## src/common/inbound_pkg.sv

```systemverilog
`default_nettype none

package inbound_pkg;

    localparam int DATA_W = 32;

    typedef logic [DATA_W-1:0] tlp_word_t;

    // Fmt in bits 6:5, type in bits 4:0
    typedef enum logic [6:0] {
        FT_MRD32 = 7'b00_00000,
        FT_MWR32 = 7'b10_00000,
        FT_CPL   = 7'b00_01010,
        FT_CPLD  = 7'b10_01010
    } fmt_type_t;

    typedef enum logic [2:0] {
        CS_SC = 3'b000,
        CS_CA = 3'b100
    } cpl_status_t;

    // Bus 15:8, device 7:3, function 2:0
    typedef logic [15:0] req_id_t;

    typedef logic [7:0] tag_t;

    typedef logic [3:0] be_t;

    typedef logic [1:0] axi_resp_t;

endpackage

`default_nettype wire

```

## src/decode/bar_translate.sv

```systemverilog
`timescale 1ns/1ps
`default_nettype none

module bar_translate #(
    parameter int              ADDR      = 32,
    parameter logic [ADDR-1:0] BAR0_MASK = '1,
    parameter logic [ADDR-1:0] BAR0_BASE = '0,
    parameter logic [ADDR-1:0] BAR1_MASK = '1,
    parameter logic [ADDR-1:0] BAR1_BASE = '0
) (
    input  wire  [6:0]      bar,
    input  wire  [31:0]     tlp_addr,
    output logic [ADDR-1:0] axi_addr,
    output logic            hit
);

    logic [ADDR-1:0] addr_ext;

    assign addr_ext = ADDR'(tlp_addr);

    // Only BAR0 and BAR1 are mapped onto AXI
    always_comb begin
        hit = 1'b1;
        case (bar)
            7'b000_0001: axi_addr = BAR0_BASE | (addr_ext & BAR0_MASK);
            7'b000_0010: axi_addr = BAR1_BASE | (addr_ext & BAR1_MASK);
            default: begin
                hit      = 1'b0;
                axi_addr = '0;
            end
        endcase
    end

endmodule

`default_nettype wire

```

## src/decode/tlp_decode.sv

```systemverilog
`timescale 1ns/1ps
`default_nettype none

module tlp_decode #(
    parameter int              ADDR      = 32,
    parameter logic [ADDR-1:0] BAR0_MASK = '1,
    parameter logic [ADDR-1:0] BAR0_BASE = '0,
    parameter logic [ADDR-1:0] BAR1_MASK = '1,
    parameter logic [ADDR-1:0] BAR1_BASE = '0
) (
    input  wire                         axi_clk,
    input  wire                         rst_n,
    input  wire                         rx_valid,
    input  wire inbound_pkg::tlp_word_t rx_data,
    input  wire                         rx_last,
    input  wire                         rx_err,
    input  wire  [6:0]                  rx_bar,
    output logic                        rx_ready,
    output logic                        cmd_valid,
    output logic                        cmd_write,
    output logic [ADDR-1:0]             cmd_addr,
    output inbound_pkg::tlp_word_t      cmd_data,
    output inbound_pkg::be_t            cmd_be,
    output inbound_pkg::req_id_t        cmd_req_id,
    output inbound_pkg::tag_t           cmd_tag,
    output logic [6:0]                  cmd_lower_addr,
    input  wire                         exec_done,
    output logic                        err_valid,
    output logic                        err_unsupported,
    input  wire                         err_ready
);

    typedef enum logic [2:0] {S_GAP, S_RX, S_CMD, S_WAIT, S_ERR} state_t;

    state_t                 state;
    logic [2:0]             wcnt;
    logic                   err_q;
    inbound_pkg::fmt_type_t fmt_q;
    logic [9:0]             len_q;
    logic [6:0]             bar_q;
    logic [31:0]            addr_q;
    logic                   hit;
    logic [1:0]             be_off;
    logic                   rx_hs;
    logic                   is_rd;
    logic                   is_wr;
    logic                   supported;

    bar_translate #(
        .ADDR      (ADDR),
        .BAR0_MASK (BAR0_MASK),
        .BAR0_BASE (BAR0_BASE),
        .BAR1_MASK (BAR1_MASK),
        .BAR1_BASE (BAR1_BASE)
    ) u_bar_translate (
        .bar      (bar_q),
        .tlp_addr (addr_q),
        .axi_addr (cmd_addr),
        .hit      (hit)
    );

    assign rx_hs = rx_valid && rx_ready;

    // wcnt holds the index of the word now on rx_data
    assign is_rd     = (fmt_q == inbound_pkg::FT_MRD32) && (wcnt == 3'd2);
    assign is_wr     = (fmt_q == inbound_pkg::FT_MWR32) && (wcnt == 3'd3);
    assign supported = (is_rd || is_wr) && (len_q == 10'd1) && hit;

    always_ff @(posedge axi_clk or negedge rst_n) begin
        if (!rst_n) begin
            state <= S_GAP;
            wcnt  <= '0;
            err_q <= 1'b0;
        end else begin
            case (state)
                S_GAP: state <= S_RX;
                S_RX: begin
                    if (rx_hs && rx_last) begin
                        wcnt  <= '0;
                        err_q <= 1'b0;
                        if (err_q || rx_err) begin
                            state <= S_GAP;
                        end else if (supported) begin
                            state <= S_CMD;
                        end else begin
                            state <= S_ERR;
                        end
                    end else if (rx_hs) begin
                        err_q <= err_q || rx_err;
                        // Saturate so long TLPs never alias a short one
                        if (wcnt != 3'd4) begin
                            wcnt <= wcnt + 3'd1;
                        end
                    end
                end
                S_CMD:  state <= S_WAIT;
                S_WAIT: if (exec_done) state <= S_RX;
                S_ERR:  if (err_ready) state <= S_RX;
                default: state <= S_GAP;
            endcase
        end
    end

    always_ff @(posedge axi_clk) begin
        if (rx_hs) begin
            case (wcnt)
                3'd0: begin
                    fmt_q <= inbound_pkg::fmt_type_t'(rx_data[30:24]);
                    len_q <= rx_data[9:0];
                    bar_q <= rx_bar;
                end
                3'd1: begin
                    cmd_req_id <= rx_data[31:16];
                    cmd_tag    <= rx_data[15:8];
                    cmd_be     <= rx_data[3:0];
                end
                3'd2: addr_q <= {rx_data[31:2], 2'b00};
                3'd3: cmd_data <= rx_data;
                default: ;
            endcase
        end
    end

    // Offset of the first enabled byte
    always_comb begin
        casez (cmd_be)
            4'b???1: be_off = 2'd0;
            4'b??10: be_off = 2'd1;
            4'b?100: be_off = 2'd2;
            4'b1000: be_off = 2'd3;
            default: be_off = 2'd0;
        endcase
    end

    assign cmd_lower_addr  = {addr_q[6:2], be_off};
    assign cmd_write       = (fmt_q == inbound_pkg::FT_MWR32);
    assign rx_ready        = (state == S_RX);
    assign cmd_valid       = (state == S_CMD);
    assign err_valid       = (state == S_ERR);
    assign err_unsupported = (state == S_ERR);

endmodule

`default_nettype wire

```

## src/axi_execute.sv

```systemverilog
`timescale 1ns/1ps
`default_nettype none

module axi_execute #(
    parameter int ADDR = 32
) (
    input  wire                                 axi_clk,
    input  wire                                 rst_n,
    input  wire                                 cmd_valid,
    input  wire                                 cmd_write,
    input  wire  [ADDR-1:0]                     cmd_addr,
    input  wire inbound_pkg::tlp_word_t         cmd_data,
    input  wire inbound_pkg::be_t               cmd_be,
    input  wire inbound_pkg::req_id_t           cmd_req_id,
    input  wire inbound_pkg::tag_t              cmd_tag,
    input  wire  [6:0]                          cmd_lower_addr,
    output logic                                exec_done,
    output logic                                aw_valid,
    input  wire                                 aw_ready,
    output logic [ADDR-1:0]                     aw_addr,
    output logic                                w_valid,
    input  wire                                 w_ready,
    output logic [inbound_pkg::DATA_W-1:0]      w_data,
    output inbound_pkg::be_t                    w_strb,
    output logic                                b_ready,
    input  wire                                 b_valid,
    input  wire inbound_pkg::axi_resp_t         b_resp,
    output logic                                ar_valid,
    input  wire                                 ar_ready,
    output logic [ADDR-1:0]                     ar_addr,
    output logic                                r_ready,
    input  wire                                 r_valid,
    input  wire  [inbound_pkg::DATA_W-1:0]      r_data,
    input  wire inbound_pkg::axi_resp_t         r_resp,
    output logic                                cpl_start,
    output inbound_pkg::tlp_word_t              cpl_data,
    output inbound_pkg::axi_resp_t              cpl_resp,
    output inbound_pkg::be_t                    cpl_be,
    output inbound_pkg::req_id_t                cpl_req_id,
    output inbound_pkg::tag_t                   cpl_tag,
    output logic [6:0]                          cpl_lower_addr,
    input  wire                                 cpl_done
);

    typedef enum logic [2:0] {E_IDLE, E_WR, E_B, E_AR, E_R, E_CPL} state_t;

    state_t state;
    logic   b_done;

    // Write status is not forwarded, so b_resp only completes the handshake
    assign exec_done = b_done || cpl_done;

    always_ff @(posedge axi_clk or negedge rst_n) begin
        if (!rst_n) begin
            state     <= E_IDLE;
            aw_valid  <= 1'b0;
            w_valid   <= 1'b0;
            b_ready   <= 1'b0;
            ar_valid  <= 1'b0;
            r_ready   <= 1'b0;
            cpl_start <= 1'b0;
            b_done    <= 1'b0;
        end else begin
            cpl_start <= 1'b0;
            b_done    <= 1'b0;
            case (state)
                E_IDLE: begin
                    if (cmd_valid && cmd_write) begin
                        aw_valid <= 1'b1;
                        w_valid  <= 1'b1;
                        state    <= E_WR;
                    end else if (cmd_valid) begin
                        ar_valid <= 1'b1;
                        state    <= E_AR;
                    end
                end
                E_WR: begin
                    // aw and w complete independently
                    if (aw_ready) aw_valid <= 1'b0;
                    if (w_ready) w_valid <= 1'b0;
                    if ((!aw_valid || aw_ready) && (!w_valid || w_ready)) begin
                        b_ready <= 1'b1;
                        state   <= E_B;
                    end
                end
                E_B: begin
                    if (b_valid) begin
                        b_ready <= 1'b0;
                        b_done  <= 1'b1;
                        state   <= E_IDLE;
                    end
                end
                E_AR: begin
                    if (ar_ready) begin
                        ar_valid <= 1'b0;
                        r_ready  <= 1'b1;
                        state    <= E_R;
                    end
                end
                E_R: begin
                    if (r_valid) begin
                        r_ready   <= 1'b0;
                        cpl_start <= 1'b1;
                        state     <= E_CPL;
                    end
                end
                E_CPL: if (cpl_done) state <= E_IDLE;
                default: state <= E_IDLE;
            endcase
        end
    end

    always_ff @(posedge axi_clk) begin
        if (state == E_IDLE && cmd_valid) begin
            aw_addr        <= cmd_addr;
            ar_addr        <= cmd_addr;
            w_data         <= cmd_data;
            w_strb         <= cmd_be;
            cpl_be         <= cmd_be;
            cpl_req_id     <= cmd_req_id;
            cpl_tag        <= cmd_tag;
            cpl_lower_addr <= cmd_lower_addr;
        end
        if (r_valid && r_ready) begin
            cpl_data <= r_data;
            cpl_resp <= r_resp;
        end
    end

endmodule

`default_nettype wire

```

## src/cpl_encode.sv

```systemverilog
`timescale 1ns/1ps
`default_nettype none

module cpl_encode (
    input  wire                         axi_clk,
    input  wire                         rst_n,
    input  wire                         cpl_start,
    input  wire inbound_pkg::tlp_word_t cpl_data,
    input  wire inbound_pkg::axi_resp_t cpl_resp,
    input  wire inbound_pkg::be_t       cpl_be,
    input  wire inbound_pkg::req_id_t   cpl_req_id,
    input  wire inbound_pkg::tag_t      cpl_tag,
    input  wire  [6:0]                  cpl_lower_addr,
    input  wire  [7:0]                  bus_number,
    input  wire  [4:0]                  dev_number,
    input  wire  [2:0]                  func_number,
    output logic                        cpl_done,
    output logic                        tx_valid,
    output inbound_pkg::tlp_word_t      tx_data,
    output logic                        tx_last,
    input  wire                         tx_ready
);

    logic [1:0]                 widx;
    logic                       ok;
    logic [1:0]                 be_hi;
    logic [11:0]                byte_cnt;
    inbound_pkg::fmt_type_t     fmt;
    inbound_pkg::cpl_status_t   status;

    // OKAY is the only good response
    assign ok     = (cpl_resp == 2'b00);
    assign fmt    = ok ? inbound_pkg::FT_CPLD : inbound_pkg::FT_CPL;
    assign status = ok ? inbound_pkg::CS_SC : inbound_pkg::CS_CA;

    always_comb begin
        casez (cpl_be)
            4'b1???: be_hi = 2'd3;
            4'b01??: be_hi = 2'd2;
            4'b001?: be_hi = 2'd1;
            default: be_hi = 2'd0;
        endcase
    end

    // Low end comes from the lower address offset; zero BE gives one byte
    assign byte_cnt = {10'd0, be_hi - cpl_lower_addr[1:0]} + 12'd1;

    always_comb begin
        case (widx)
            2'd0: tx_data = {1'b0, fmt, 14'd0, ok ? 10'd1 : 10'd0};
            2'd1: tx_data = {bus_number, dev_number, func_number, status, 1'b0, byte_cnt};
            2'd2: tx_data = {cpl_req_id, cpl_tag, 1'b0, cpl_lower_addr};
            default: tx_data = cpl_data;
        endcase
    end

    // No data word on an error completion
    assign tx_last = ok ? (widx == 2'd3) : (widx == 2'd2);

    always_ff @(posedge axi_clk or negedge rst_n) begin
        if (!rst_n) begin
            tx_valid <= 1'b0;
            widx     <= '0;
            cpl_done <= 1'b0;
        end else begin
            cpl_done <= 1'b0;
            if (cpl_start) begin
                tx_valid <= 1'b1;
                widx     <= '0;
            end else if (tx_valid && tx_ready && tx_last) begin
                tx_valid <= 1'b0;
                cpl_done <= 1'b1;
            end else if (tx_valid && tx_ready) begin
                widx <= widx + 2'd1;
            end
        end
    end

endmodule

`default_nettype wire

```

## src/pcie_inbound.sv

```systemverilog
`timescale 1ns/1ps
`default_nettype none

module pcie_inbound #(
    parameter int              ADDR      = 32,
    parameter logic [ADDR-1:0] BAR0_MASK = '1,
    parameter logic [ADDR-1:0] BAR0_BASE = '0,
    parameter logic [ADDR-1:0] BAR1_MASK = '1,
    parameter logic [ADDR-1:0] BAR1_BASE = '0
) (
    input  wire                             axi_clk,
    input  wire                             rst_n,
    input  wire                             rx_valid,
    input  wire inbound_pkg::tlp_word_t     rx_data,
    input  wire                             rx_last,
    input  wire                             rx_err,
    input  wire  [6:0]                      rx_bar,
    output logic                            rx_ready,
    output logic                            aw_valid,
    input  wire                             aw_ready,
    output logic [ADDR-1:0]                 aw_addr,
    output logic                            w_valid,
    input  wire                             w_ready,
    output logic [inbound_pkg::DATA_W-1:0]  w_data,
    output inbound_pkg::be_t                w_strb,
    output logic                            b_ready,
    input  wire                             b_valid,
    input  wire inbound_pkg::axi_resp_t     b_resp,
    output logic                            ar_valid,
    input  wire                             ar_ready,
    output logic [ADDR-1:0]                 ar_addr,
    output logic                            r_ready,
    input  wire                             r_valid,
    input  wire  [inbound_pkg::DATA_W-1:0]  r_data,
    input  wire inbound_pkg::axi_resp_t     r_resp,
    input  wire  [7:0]                      bus_number,
    input  wire  [4:0]                      dev_number,
    input  wire  [2:0]                      func_number,
    output logic                            tx_valid,
    output inbound_pkg::tlp_word_t          tx_data,
    output logic                            tx_last,
    input  wire                             tx_ready,
    output logic                            err_valid,
    output logic                            err_unsupported,
    input  wire                             err_ready
);

    logic                       cmd_valid;
    logic                       cmd_write;
    logic [ADDR-1:0]            cmd_addr;
    inbound_pkg::tlp_word_t     cmd_data;
    inbound_pkg::be_t           cmd_be;
    inbound_pkg::req_id_t       cmd_req_id;
    inbound_pkg::tag_t          cmd_tag;
    logic [6:0]                 cmd_lower_addr;
    logic                       exec_done;
    logic                       cpl_start;
    inbound_pkg::tlp_word_t     cpl_data;
    inbound_pkg::axi_resp_t     cpl_resp;
    inbound_pkg::be_t           cpl_be;
    inbound_pkg::req_id_t       cpl_req_id;
    inbound_pkg::tag_t          cpl_tag;
    logic [6:0]                 cpl_lower_addr;
    logic                       cpl_done;

    tlp_decode #(
        .ADDR      (ADDR),
        .BAR0_MASK (BAR0_MASK),
        .BAR0_BASE (BAR0_BASE),
        .BAR1_MASK (BAR1_MASK),
        .BAR1_BASE (BAR1_BASE)
    ) u_tlp_decode (.*);

    axi_execute #(
        .ADDR (ADDR)
    ) u_axi_execute (.*);

    cpl_encode u_cpl_encode (.*);

endmodule

`default_nettype wire

```

## config.mk

```make
export PLATFORM = sky130hd
export DESIGN_NAME = pcie_inbound
export DESIGN_NICKNAME = d
export VERILOG_FILES = /design/src/common/inbound_pkg.sv /design/src/decode/bar_translate.sv /design/src/decode/tlp_decode.sv /design/src/axi_execute.sv /design/src/cpl_encode.sv /design/src/pcie_inbound.sv
export SDC_FILE = /design/constraint.sdc
export NUM_CORES = 1
export LEC_CHECK = 0
export BUFFER_PORTS_ARGS = -buffer_cell sky130_fd_sc_hd__buf_2
export CORE_MARGIN = 2
export CORE_UTILIZATION = 24
export CTS_CLUSTER_DIAMETER = 120
export DETAILED_ROUTE_END_ITERATION = 12
export MAX_ROUTING_LAYER = met4
export SLEW_MARGIN = 30
export SYNTH_ARGS = -nofsm -noshare
export SYNTH_HDL_FRONTEND = slang
export SYNTH_SLANG_ARGS = --single-unit
```

## constraint.sdc

```tcl
create_clock -name axi_clk -period 8.8 [get_ports axi_clk]
set_input_delay 0 -clock axi_clk [delete_from_list [all_inputs] [get_ports axi_clk]]
set_output_delay 0 -clock axi_clk [all_outputs]
set_load 0.05 [all_outputs]
```

==> results of run 1 <==
state kept, by name, summed over array words and instances, names as in the netlist, 10 cells and up:
signal	cells
u_axi_execute.cpl_data	32
u_tlp_decode.len_q	10
u_axi_execute.aw_addr	30
u_tlp_decode.addr_q	30
u_axi_execute.w_data	32
u_tlp_decode.cmd_data	32
u_axi_execute.cpl_req_id	16
u_tlp_decode.cmd_req_id	16
power groups by stage:
stage	logic, µW	registers, µW	clock network (µW)
floorplan	616	1630	0
finish	923	1580	1190
global placement	892	1610	0
detailed placement	905	1610	0
global route	996	1600	1280
CTS	941	1590	1240
worst min-delay path: cells and delay by family:
| kind | cells | cell delay [ps] |
|---|---|---|
| buf+inv | 3 | 1060 |
cells in the final DEF, fill, tap and decap left out, drive strengths merged, types with 3 or more instances in the layout:
| cell type | Yosys | routed |
|---|---|---|
| edfxtp | 245 | 245 |
| buf | 36 | 245 |
| dlygate4sd3 | 0 | 86 |
| clkbuf | 14 | 38 |
| and2 | 34 | 34 |
| nand2 | 30 | 30 |
| o21ai | 28 | 28 |
| dfrtp | 21 | 21 |
| inv | 14 | 16 |
| a22oi | 15 | 15 |
| nor2 | 14 | 14 |
| a22o | 12 | 12 |
| ha | 11 | 11 |
| clkinv | 0 | 9 |
| a21oi | 8 | 8 |
| nor3 | 5 | 5 |
| nor3b | 5 | 5 |
| nor2b | 5 | 5 |
| and3 | 5 | 5 |
| diode | 0 | 4 |
| a21o | 4 | 4 |
| conb | 1 | 4 |
| mux2i | 3 | 3 |
| xnor2 | 3 | 3 |
| nor4 | 3 | 3 |
path summary, 6_finish.rpt:
| kind | to | cells after the start |
|---|---|---|
| setup / recovery | u_axi_execute.aw_addr[8] | 5 |
| hold / removal | u_axi_execute.b_done | 3 |
| setup reg to reg | u_axi_execute.aw_addr[8] | 5 |
| hold reg to reg | u_axi_execute.w_data[10] | 0 |
| max in group asynchronous | u_tlp_decode.state[2] | 3 |
| min in group axi_clk | u_axi_execute.cpl_data[12] | 2 |
through the flow:
step / util, % / total power (µW) / hold WS [ps] / cells / setup slack (ps)
3_5_place_dp: 28.42 / 2517 / 0.01305 / 1270 / 6040
2_1_floorplan: - / 2249 / -295.6 / 551 / 3439
6_report: 33.00 / 3696 / 75.57 / 1414 / 6112
5_1_grt: 33.00 / 3875 / 98.33 / 1414 / 5843
3_3_place_gp: 28.40 / 2499 / -4.733 / 1270 / 6075
4_1_cts: 32.97 / 3765 / 111.9 / 1410 / 6003
repair_timing:
item,in CTS,in global routing
buffers inserted,0,0
hold endpoints to repair,190,0
hold buffers,87,0
setup endpoints to repair,0,0
logic make-up after synthesis:
| group | synth area share (%) |
|---|---|
| compound gates | 5.947 |
| simple gates | 6.400 |
| buf+inv | 3.840 |
| flops | 81.45 |
| other cells | 0.03875 |
| mux | 0.5430 |
| fa+ha+maj | 1.422 |
| xor+xnor | 0.3621 |
cell type report:
cell class	instances	area [µm²]
diodes	4	10.01
clock buffers	38	799.5
clock inverters	15	138.9
fillers	3860	26620
inverters	14	52.55
multi-input cells	221	1468
flip-flops and latches	266	7883
well taps	525	656.9
repair buffers	331	2102
per-layer routing:
metal	global-route usage [%]	vias up	wire length, µm	part of all wire, %
li1	-	2677	-	-
met1	12.36	2819	9420	39
met2	19.68	175	12130	51
met3	2.800	48	1429	6.0
met4	4.374	0	871	3.7
met5	-	-	0	0
synth_stat cells (all sizes together) (2+ instances only):
master     n  share of area, %
dfrtp     21               5.4
and3       5              0.32
buf       36               2.8
nor4b      2              0.18
ha        11               1.4
edfxtp   245                76
a222oi     2              0.21
nor2      14              0.54
a21o       4              0.31
o21ai     28               1.4
a31oi      2              0.13
o22ai      2              0.13
a221o      2              0.21
inv       14              0.54
a2bb2oi    2              0.18
nor4       3              0.19
nand2     30               1.2
nor3b      5              0.44
nand2b     2              0.13
a21oi      8              0.41
xnor2      3              0.27
clkbuf    14              0.54
nor3       5              0.31
nor2b      5              0.32
o211ai     2              0.16
a22o      12               1.1
and2      34               2.2
a22oi     15               1.2
mux2       2              0.23
mux2i      3              0.31
==> summary.md, run 1 <==
| Metric | Value |
|---|---|
| Synth Register Bits | 266 |
| Worst slew margin | 39.99% |
| Max incr delay on CP | 700 ps |
| Ys flop type | edfxtp_1 |
| # resized after CTS | 0 |
| Clk network pwr share | 32.1% |
| Antenna violations before repair | 4 |
| H-tree levels | 1 |
| Vias in the first global route | 5,748 |
| Core ar. | 39,730 µm² |
| Die Ht | between 200 and 250 µm |
| Max Buffers Root-to-Sink | 3 |
| Final ANT Viol Nets | 0 |
| Gr ovfl total | 0 |
| Comb power frac | between 20% and 30% |
| Post-DP Area | 11,290 µm² |
| CP Launch Point | u_tlp_decode.state[1] |
| Count of cell types in the netlist | 49 |
| Layout area overhead | 35.46% |
| DRT iter0 DRCs | approximately 320 |
| First-pass GRT wire length | 33,880 µm |
| Drt pass-1 iters | 4 |
| Sequential fraction of design power | 42.9% |
| Outcome | complete, no violations |
| Register area share after synthesis | 81.45% |
| DRT Wirelength | 23,850 µm |
| HP Class | primary input to asynchronous set/reset pin |
| Post-route minimum period | 2688 ps |
| Sw Pwr | ~1200 µW |
| Critical path type | flip-flop to flip-flop |
| Gp weighted congestion | ~0.75 |
| Worst-margin pin slew | 900.2 ps |
| Async SR Flop Fraction | 7.895% |
| Root buf cell | clkbuf_16 |
| Chip Width | roughly 200 µm |
| IO buf count | around 240 |
| Critical path's slowest cell | buf_4 |
| Maximum VDD drop | between 0.1 and 0.15 mV |
| Worst-Skew Late Latency | 560 ps |
| Sum Neg Setup Slack | 0 ps |
| # rows | 73 |
| Power Density | between 200 and 300 nW/µm² |
| Crit end category | flip-flop |
| Fin. Hold Viols | 0 |
| Nets | approximately 980 |
| Max-Cap Viols | 0 |
| DR WL/cell | around 17 µm |
| Drc violations | 0 |
| Critical R2R Launch | u_tlp_decode.state[1] |
| Post-DP HPWL | roughly 15,000 µm |
| Worst path arrival time | approximately 2900 ps |
| Cell Int Power | 2470 µW |
| Total CTS buffers | 29 |
| Synth warn | 0 |
| Critical path's top delay family | buffers and inverters |
| Gr usage total | 11.29% |
| Peak fanout along the critical path | 53 |
| Static Leak | 0.004892 µW |
| Post-synth EDFFs | around 250 |
| Reg2reg setup slack | 6110 ps |
| Peak Freq | between 300 and 400 MHz |
| Final Cell Area | 13,110 µm² |
| Post-Synthesis Cells | ~550 |
| Pins over their slew limit | 0 |
| CP bufs+invs | 2 |
| Period utilization | a little over 30% |
| Sw Share | 33.17% |
| CP Cell Sequence | nor3b_1, nand2_1, nor2_4, buf_4, buf_4 |
| Largest net degree at the start of global routing | 54 |
| CTS tree | yes |
| Initial Utilization | 24.36% |
| Avg Inst Size Synth | 17.66 µm² |
| WP data required | around 9000 ps |
| Via Count | approximately 5,700 |
| Via/cell ratio | between 4 and 5 |
| Most Frequent Cell on Critical Path | buf_4 |
| Final Setup Violations | 0 |
| Clock slew at reported path FFs | 60 ps |
| Fin Clk Skew | 22.51 ps |
| Startpoint class of the critical path | flip-flop |
| Layout cells sized above 1 | 34.35% |
| Num Clock Sinks | 266 |
| Mapped Area | 9678 µm² |
| # IOs | 245 |
| Die area | 41,950 µm² |
| RSZ-0062 raised after global routing | no |
Note: power is estimated with default switching activity, not from simulation.
==> run 2, diff against run 1 <==
ABC_AREA = 1   (was not set)
clock period = 2.6 ns   (was 8.8 ns; I/O delays follow)
==> run 2 against run 1 <==
Against the previous run: global-route usage about the same; final cell count is 10% higher; register-to-register slack worse by 5700 ps; setup slack lost 5900 ps; sequential power grew to 3.3 times the previous value.
==> summary.md, run 2 <==
| Metric | Value |
|---|---|
| Outcome | complete, no violations |
| Worst path arrival time | ~2300 ps |
| Largest net degree at the start of global routing | 99 |
| Count of cell types in the netlist | 34 |
| Post-route minimum period | 2341 ps |
| # IOs | 245 |
| Startpoint class of the critical path | flip-flop |
| DR WL/cell | roughly 15 µm |
| Pre-CTS setup slack | 720.9 ps |
| IO buf count | 238 |
| Post-Synthesis Cells | between 600 and 700 |
| Gr ovfl total | 0 |
| Root buf cell | clkbuf_16 |
| Critical path type | flip-flop to primary output |
| Synth Register Bits | 266 |
| WP data required | 2600 ps |
| Chip Width | between 200 and 250 µm |
| Postcts setup bufs | 0 |
| Async SR Flop Fraction | a little under 8% |
| Via/cell ratio | 3.897 |
| Critical path's slowest cell | dfrtp_1 |
| Peak fanout along the critical path | 24 |
| Worst-Skew Late Latency | 550 ps |
| Sum Neg Setup Slack | 0 ps |
| Critical path's top delay family | buffers and inverters |
| HP Class | primary input to asynchronous set/reset pin |
| Gr usage total | 11.26% |
| Drc violations | 0 |
| Final Setup Violations | 0 |
| Period utilization | 90.06% |
| Final WS setup | about 260 ps |
| Max incr delay on CP | 400 ps |
| Commonest cells in the netlist | edfxtp_1, nand2_1, inv_1 |
| DRT iter0 DRCs | 282 |
| Most common cell in the netlist | edfxtp_1 |
| CP Launch Point | u_cpl_encode.widx[0] |
| Worst-margin pin slew | 655.8 ps |
| Critical R2R Launch | u_tlp_decode.bar_q[3] |
| Synth warn | 0 |
| Layout area overhead | 35.95% |
| # rows | between 70 and 80 |
| Crit end category | primary output |
| Global routing usage on met1 | 13.46% |
| Total CTS buffers | 29 |
| RSZ-0062 raised after global routing | no |
| Post-synth EDFFs | ~250 |
| First-pass GRT wire length | 34,440 µm |
| Power Density | between 900 and 1000 nW/µm² |
| Core ar. | between 40,000 and 50,000 µm² |
| Busiest grt layer | met2 |
| Num Clock Sinks | 266 |
| Largest area contributor in the netlist | edfxtp_1 |
| Fin. Hold Viols | 0 |
| Vias in the first global route | a little under 6,000 |
| Initial Utilization | 24.23% |
| Synth top area share | 74.53% |
| Via Count | 6,063 |
| Die Ht | 206.8 µm |
| Gp weighted congestion | approximately 0.77 |
| Final ANT Viol Nets | 0 |
| Met3 Usage GRT | 2.512% |
| Met2 GRT Util | about a fifth |
| Worst slew margin | 56.28% |
| CP Cell Sequence | inv_1, ha_1, inv_1, nor2_4, buf_6, nand2_1, nand3_1, buf_2 |
| Top flop regs | u_axi_execute.cpl_data: 32 flops, u_axi_execute.w_data: 32 flops, u_tlp_decode.cmd_data: 32 flops |
| Static Leak | ~0.0054 µW |
| Max-Cap Viols | 0 |
| Register area share after synthesis | 79.86% |
| Fin Clk Skew | 15.03 ps |
| Antenna violations before repair | 2 |
| Avg Inst Size Synth | 14.67 µm² |
| Peak Freq | 427.1 MHz |
| Synth top area cells | edfxtp_1, dfrtp_1, nand2_1 |
| Ys flop type | edfxtp_1 |
| CTS tree | yes |
| Mapped Area | 9871 µm² |
| Pins over their slew limit | 0 |
| Layout cells sized above 1 | 30.75% |
| Post-DP HPWL | 15,650 µm |
| Die area | 42,770 µm² |
| Clock slew at reported path FFs | around 60 ps |
| Most Frequent Cell on Critical Path | inv_1 |
| Reg2reg setup slack | 400 ps |
| Nets | 1,113 |
| Commonest non-fill, non-tap cell in the layout | edfxtp_1 |
| Drt pass-1 iters | 7 |
| Maximum VDD drop | about 0.48 mV |
| DRT Wirelength | 24,120 µm |
| Most frequent cells in the layout | edfxtp_1, buf_2, nand2_1, inv_1, dlygate4sd3_1 |
| Max Buffers Root-to-Sink | 3 |
| CP bufs+invs | 4 |
| H-tree levels | 1 |
-- run 2: worst register-to-register path: cells and delay by family, from the launching register on --
kind	cells	cell delay [ps]
buffers and inverters	2	620
and+or+nand+nor	7	1100
DFF	1	360
-- run 2: power by group --
| group | switching [µW] | total, µW | internal [µW] |
|---|---|---|---|
| Combinational | 2380 | 3230 | 847 |
| Sequential | 178 | 5230 | 5060 |
| Clock | 1670 | 4020 | 2350 |
-- run 2: cells by family after synthesis --
kind of cell,synth area share (%)
compound gates,2.662
buf+inv,6.642
other cells,0.03799
fa+ha+maj,1.394
simple gates,9.228
flops,79.86
xor+xnor,0.1775
-- run 2: final cells by class --
| type | instances | area (µm²) |
|---|---|---|
| Clock buffer | 32 | 737.0 |
| Antenna cell | 3 | 7.507 |
| Fill cell | 3997 | 27320 |
| Inverter | 90 | 337.8 |
| Tap cell | 532 | 665.6 |
| Multi-Input combinational cell | 274 | 1394 |
| Clock inverter | 21 | 196.4 |
| Sequential cell | 266 | 7883 |
| Timing Repair Buffer | 338 | 2198 |
-- run 2: path summary, 6_finish.rpt --
kind                                                    end  cells past startpoint
worst max register to register        u_tlp_decode.state[2]                      9
worst max-delay path                             tx_data[1]                      8
max in group asynchronous              u_cpl_encode.widx[1]                      3
min in group axi_clk                  u_tlp_decode.bar_q[1]                      2
worst min-delay path                 u_axi_execute.state[0]                      3
worst min register to register  u_axi_execute.cpl_req_id[0]                      0
-- run 2: per-layer routing --
| metal | vias up | wire [µm] | share of wire, % |
|---|---|---|---|
| met1 | 2892 | 10300 | 43 |
| li1 | 2930 | - | - |
| met3 | 47 | 1383 | 5.7 |
| met5 | - | 0 | 0 |
| met4 | 0 | 763 | 3.2 |
| met2 | 194 | 11670 | 48 |
-- run 2: what timing repair did --
action	in CTS	in global routing
endpoints found under the setup margin	0	1
resized for setup	0	1
hold buffers	88	0
endpoints found under the hold margin	190	0
-- run 2: through the flow --
stage                     std cells  hold WS (ps)  util, %  cell area, µm²  total power [µW]
after global placement         1412        -8.682    28.47           11600              8398
after global routing           1555         103.1    32.93           13420             13120
after CTS                      1553         121.5    32.92           13410             12670
after floorplan                 676        -295.6        -            9892              7573
after detailed placement       1412         1.121    28.47           11600              8448
final                          1556         75.41    32.94           13420             12480
==> run 3, diff against run 2 <==
CORE_UTILIZATION = 35   (was 24)
==> run 3 against run 2 <==
Against the previous run: register-to-register slack about the same; critical path depth did not move; flip-flop and latch count unchanged; largest power group unchanged.
==> summary.md, run 3 (synthesis results as in run 2) <==
| Metric | Value |
|---|---|
| Outcome | complete, no violations |
| Sum Neg Setup Slack | 0 ps |
| Static Leak | around 0.0054 µW |
| Startpoint class of the critical path | flip-flop |
| Period utilization | 86.57% |
| Post-DP Area | roughly 12,000 µm² |
| # IOs | 245 |
| Power Density | 928.8 nW/µm² |
| Fin. Hold Viols | 0 |
| Post-DP HPWL | 14,900 µm |
| DR WL/cell | 15.62 µm |
| DRT Wirelength | 22,010 µm |
| Most frequent cells in the layout | edfxtp_1, buf_2, nand2_1, inv_1, dlygate4sd3_1 |
| Pins over their slew limit | 0 |
| Die area | 29,560 µm² |
| Gp weighted congestion | about 0.75 |
| Drc violations | 0 |
| Top flop regs | u_axi_execute.cpl_data: 32 flops, u_axi_execute.w_data: 32 flops, u_tlp_decode.cmd_data: 32 flops |
| Worst-Skew Late Latency | 540 ps |
| Antenna violations before repair | 2 |
| Via Count | 6,057 |
| Final ANT Viol Nets | 0 |
| Fin Clk Skew | 17.52 ps |
| IO buf count | 238 |
| Peak Freq | 444.3 MHz |
| Gr ovfl total | 0 |
| Layout area overhead | 34.85% |
| Drt pass-1 iters | 4 |
| Total CTS buffers | 29 |
| Peak fanout along the critical path | 14 |
| CTS tree | yes |
| Clock slew at reported path FFs | 60 ps |
| Crit end category | primary output |
| RSZ-0062 raised after global routing | no |
| Via/cell ratio | ~4.3 |
| # rows | 61 |
| DRT iter0 DRCs | 328 |
| Die Ht | 171.9 µm |
| Chip Width | 171.9 µm |
| HP Class | primary input to asynchronous set/reset pin |
| Pre-CTS setup slack | between 600 and 700 ps |
| First-pass GRT wire length | 32,250 µm |
| Max-Cap Viols | 0 |
| WP data required | 2600 ps |
| Vias in the first global route | 5,916 |
| Critical R2R Launch | u_tlp_decode.state[2] |
| Layout cells sized above 1 | 30.61% |
| Final WS setup | between 300 and 400 ps |
| Critical path type | flip-flop to primary output |
| Post-route minimum period | between 2000 and 2500 ps |
| CP Launch Point | u_cpl_encode.widx[0] |
| # resized after CTS | 0 |
| Gr usage total | 14.98% |
| Worst slew margin | around 63% |
| Maximum VDD drop | 0.3585 mV |
| Worst path arrival time | 2250 ps |
| Largest net degree at the start of global routing | 33 |
| Nets | 1,121 |
| Root buf cell | clkbuf_16 |
| Final Setup Violations | 0 |
| Max Buffers Root-to-Sink | 3 |
| H-tree levels | 1 |
| Core ar. | 27,780 µm² |
| Num Clock Sinks | 266 |
| Postcts setup bufs | 0 |
| Worst-margin pin slew | about 550 ps |
| Commonest non-fill, non-tap cell in the layout | edfxtp_1 |
| Final Cell Area | approximately 13,000 µm² |
| Initial Utilization | 35.53% |
## run 3: changes by cell type in the layout (fill, tap and decap cells not counted), moves of 2 or more
cell,before,now
clkinv_4,2,0
buf_2,239,236
clkbuf_1,3,7
buf_12,3,9
buf_4,8,14
## run 3: worst paths after layout
check	end	slack, ps	cells past startpoint
max	tx_data[31]	350	8
min	u_cpl_encode.widx[0]	50	3
max in group asynchronous	u_tlp_decode.state[2]	2200	3
max reg2reg	u_tlp_decode.err_q	410	7
min in group axi_clk	u_axi_execute.cpl_data[11]	170	2
min reg2reg	u_axi_execute.cpl_req_id[11]	410	0
## run 3: where the power goes
group          internal, µW  leakage, µW  switching, µW  total, µW
registers              5060      0.00245            174       5230
logic                   932      0.00254           2370       3300
clock network          2240     0.000438           1590       3830
## run 3: layer usage
| metal | global-route usage, % | vias up | wire length, µm |
|---|---|---|---|
| met5 | - | - | 0 |
| met4 | 4.786 | 0 | 582 |
| met3 | 2.564 | 40 | 1236 |
| met2 | 26.42 | 195 | 11220 |
| met1 | 17.50 | 2873 | 8971 |
| li1 | - | 2949 | - |
## run 3: per-stage QoR
step	instances	hold slack, ps	util, %	power (µW)
2_1_floorplan	676	-295.6	-	7573
3_3_place_gp	1266	-4.174	41.53	8486
3_5_place_dp	1266	7.207	41.53	8528
4_1_cts	1407	138.7	47.91	12530
5_1_grt	1409	101.5	47.91	13000
6_report	1409	49.76	47.91	12360
## run 3: cell type report
cell class                 instances  area (µm²)
fill                            2458       14470
sequential                       266        7883
timing repair buffer             346        2337
multi-input combinational        274        1384
clock buffer                      36       752.0
tap                              378       473.0
inverter                          90       337.8
clock inverter                    17       138.9
antenna                            2       5.005
## run 3: worst max-delay path, stage by stage (launching register included)
cell and delay, ps:
dfrtp_1 400, inv_1 120, ha_1 310, inv_1 80, nor2_2 100, buf_4 220, nand2_1 120, nand3_1 90
buf_2 260
## run 3: what timing repair did
action,CTS,global route
endpoints found under the hold margin,190,0
endpoints found under the setup margin,0,0
hold buffers,88,0
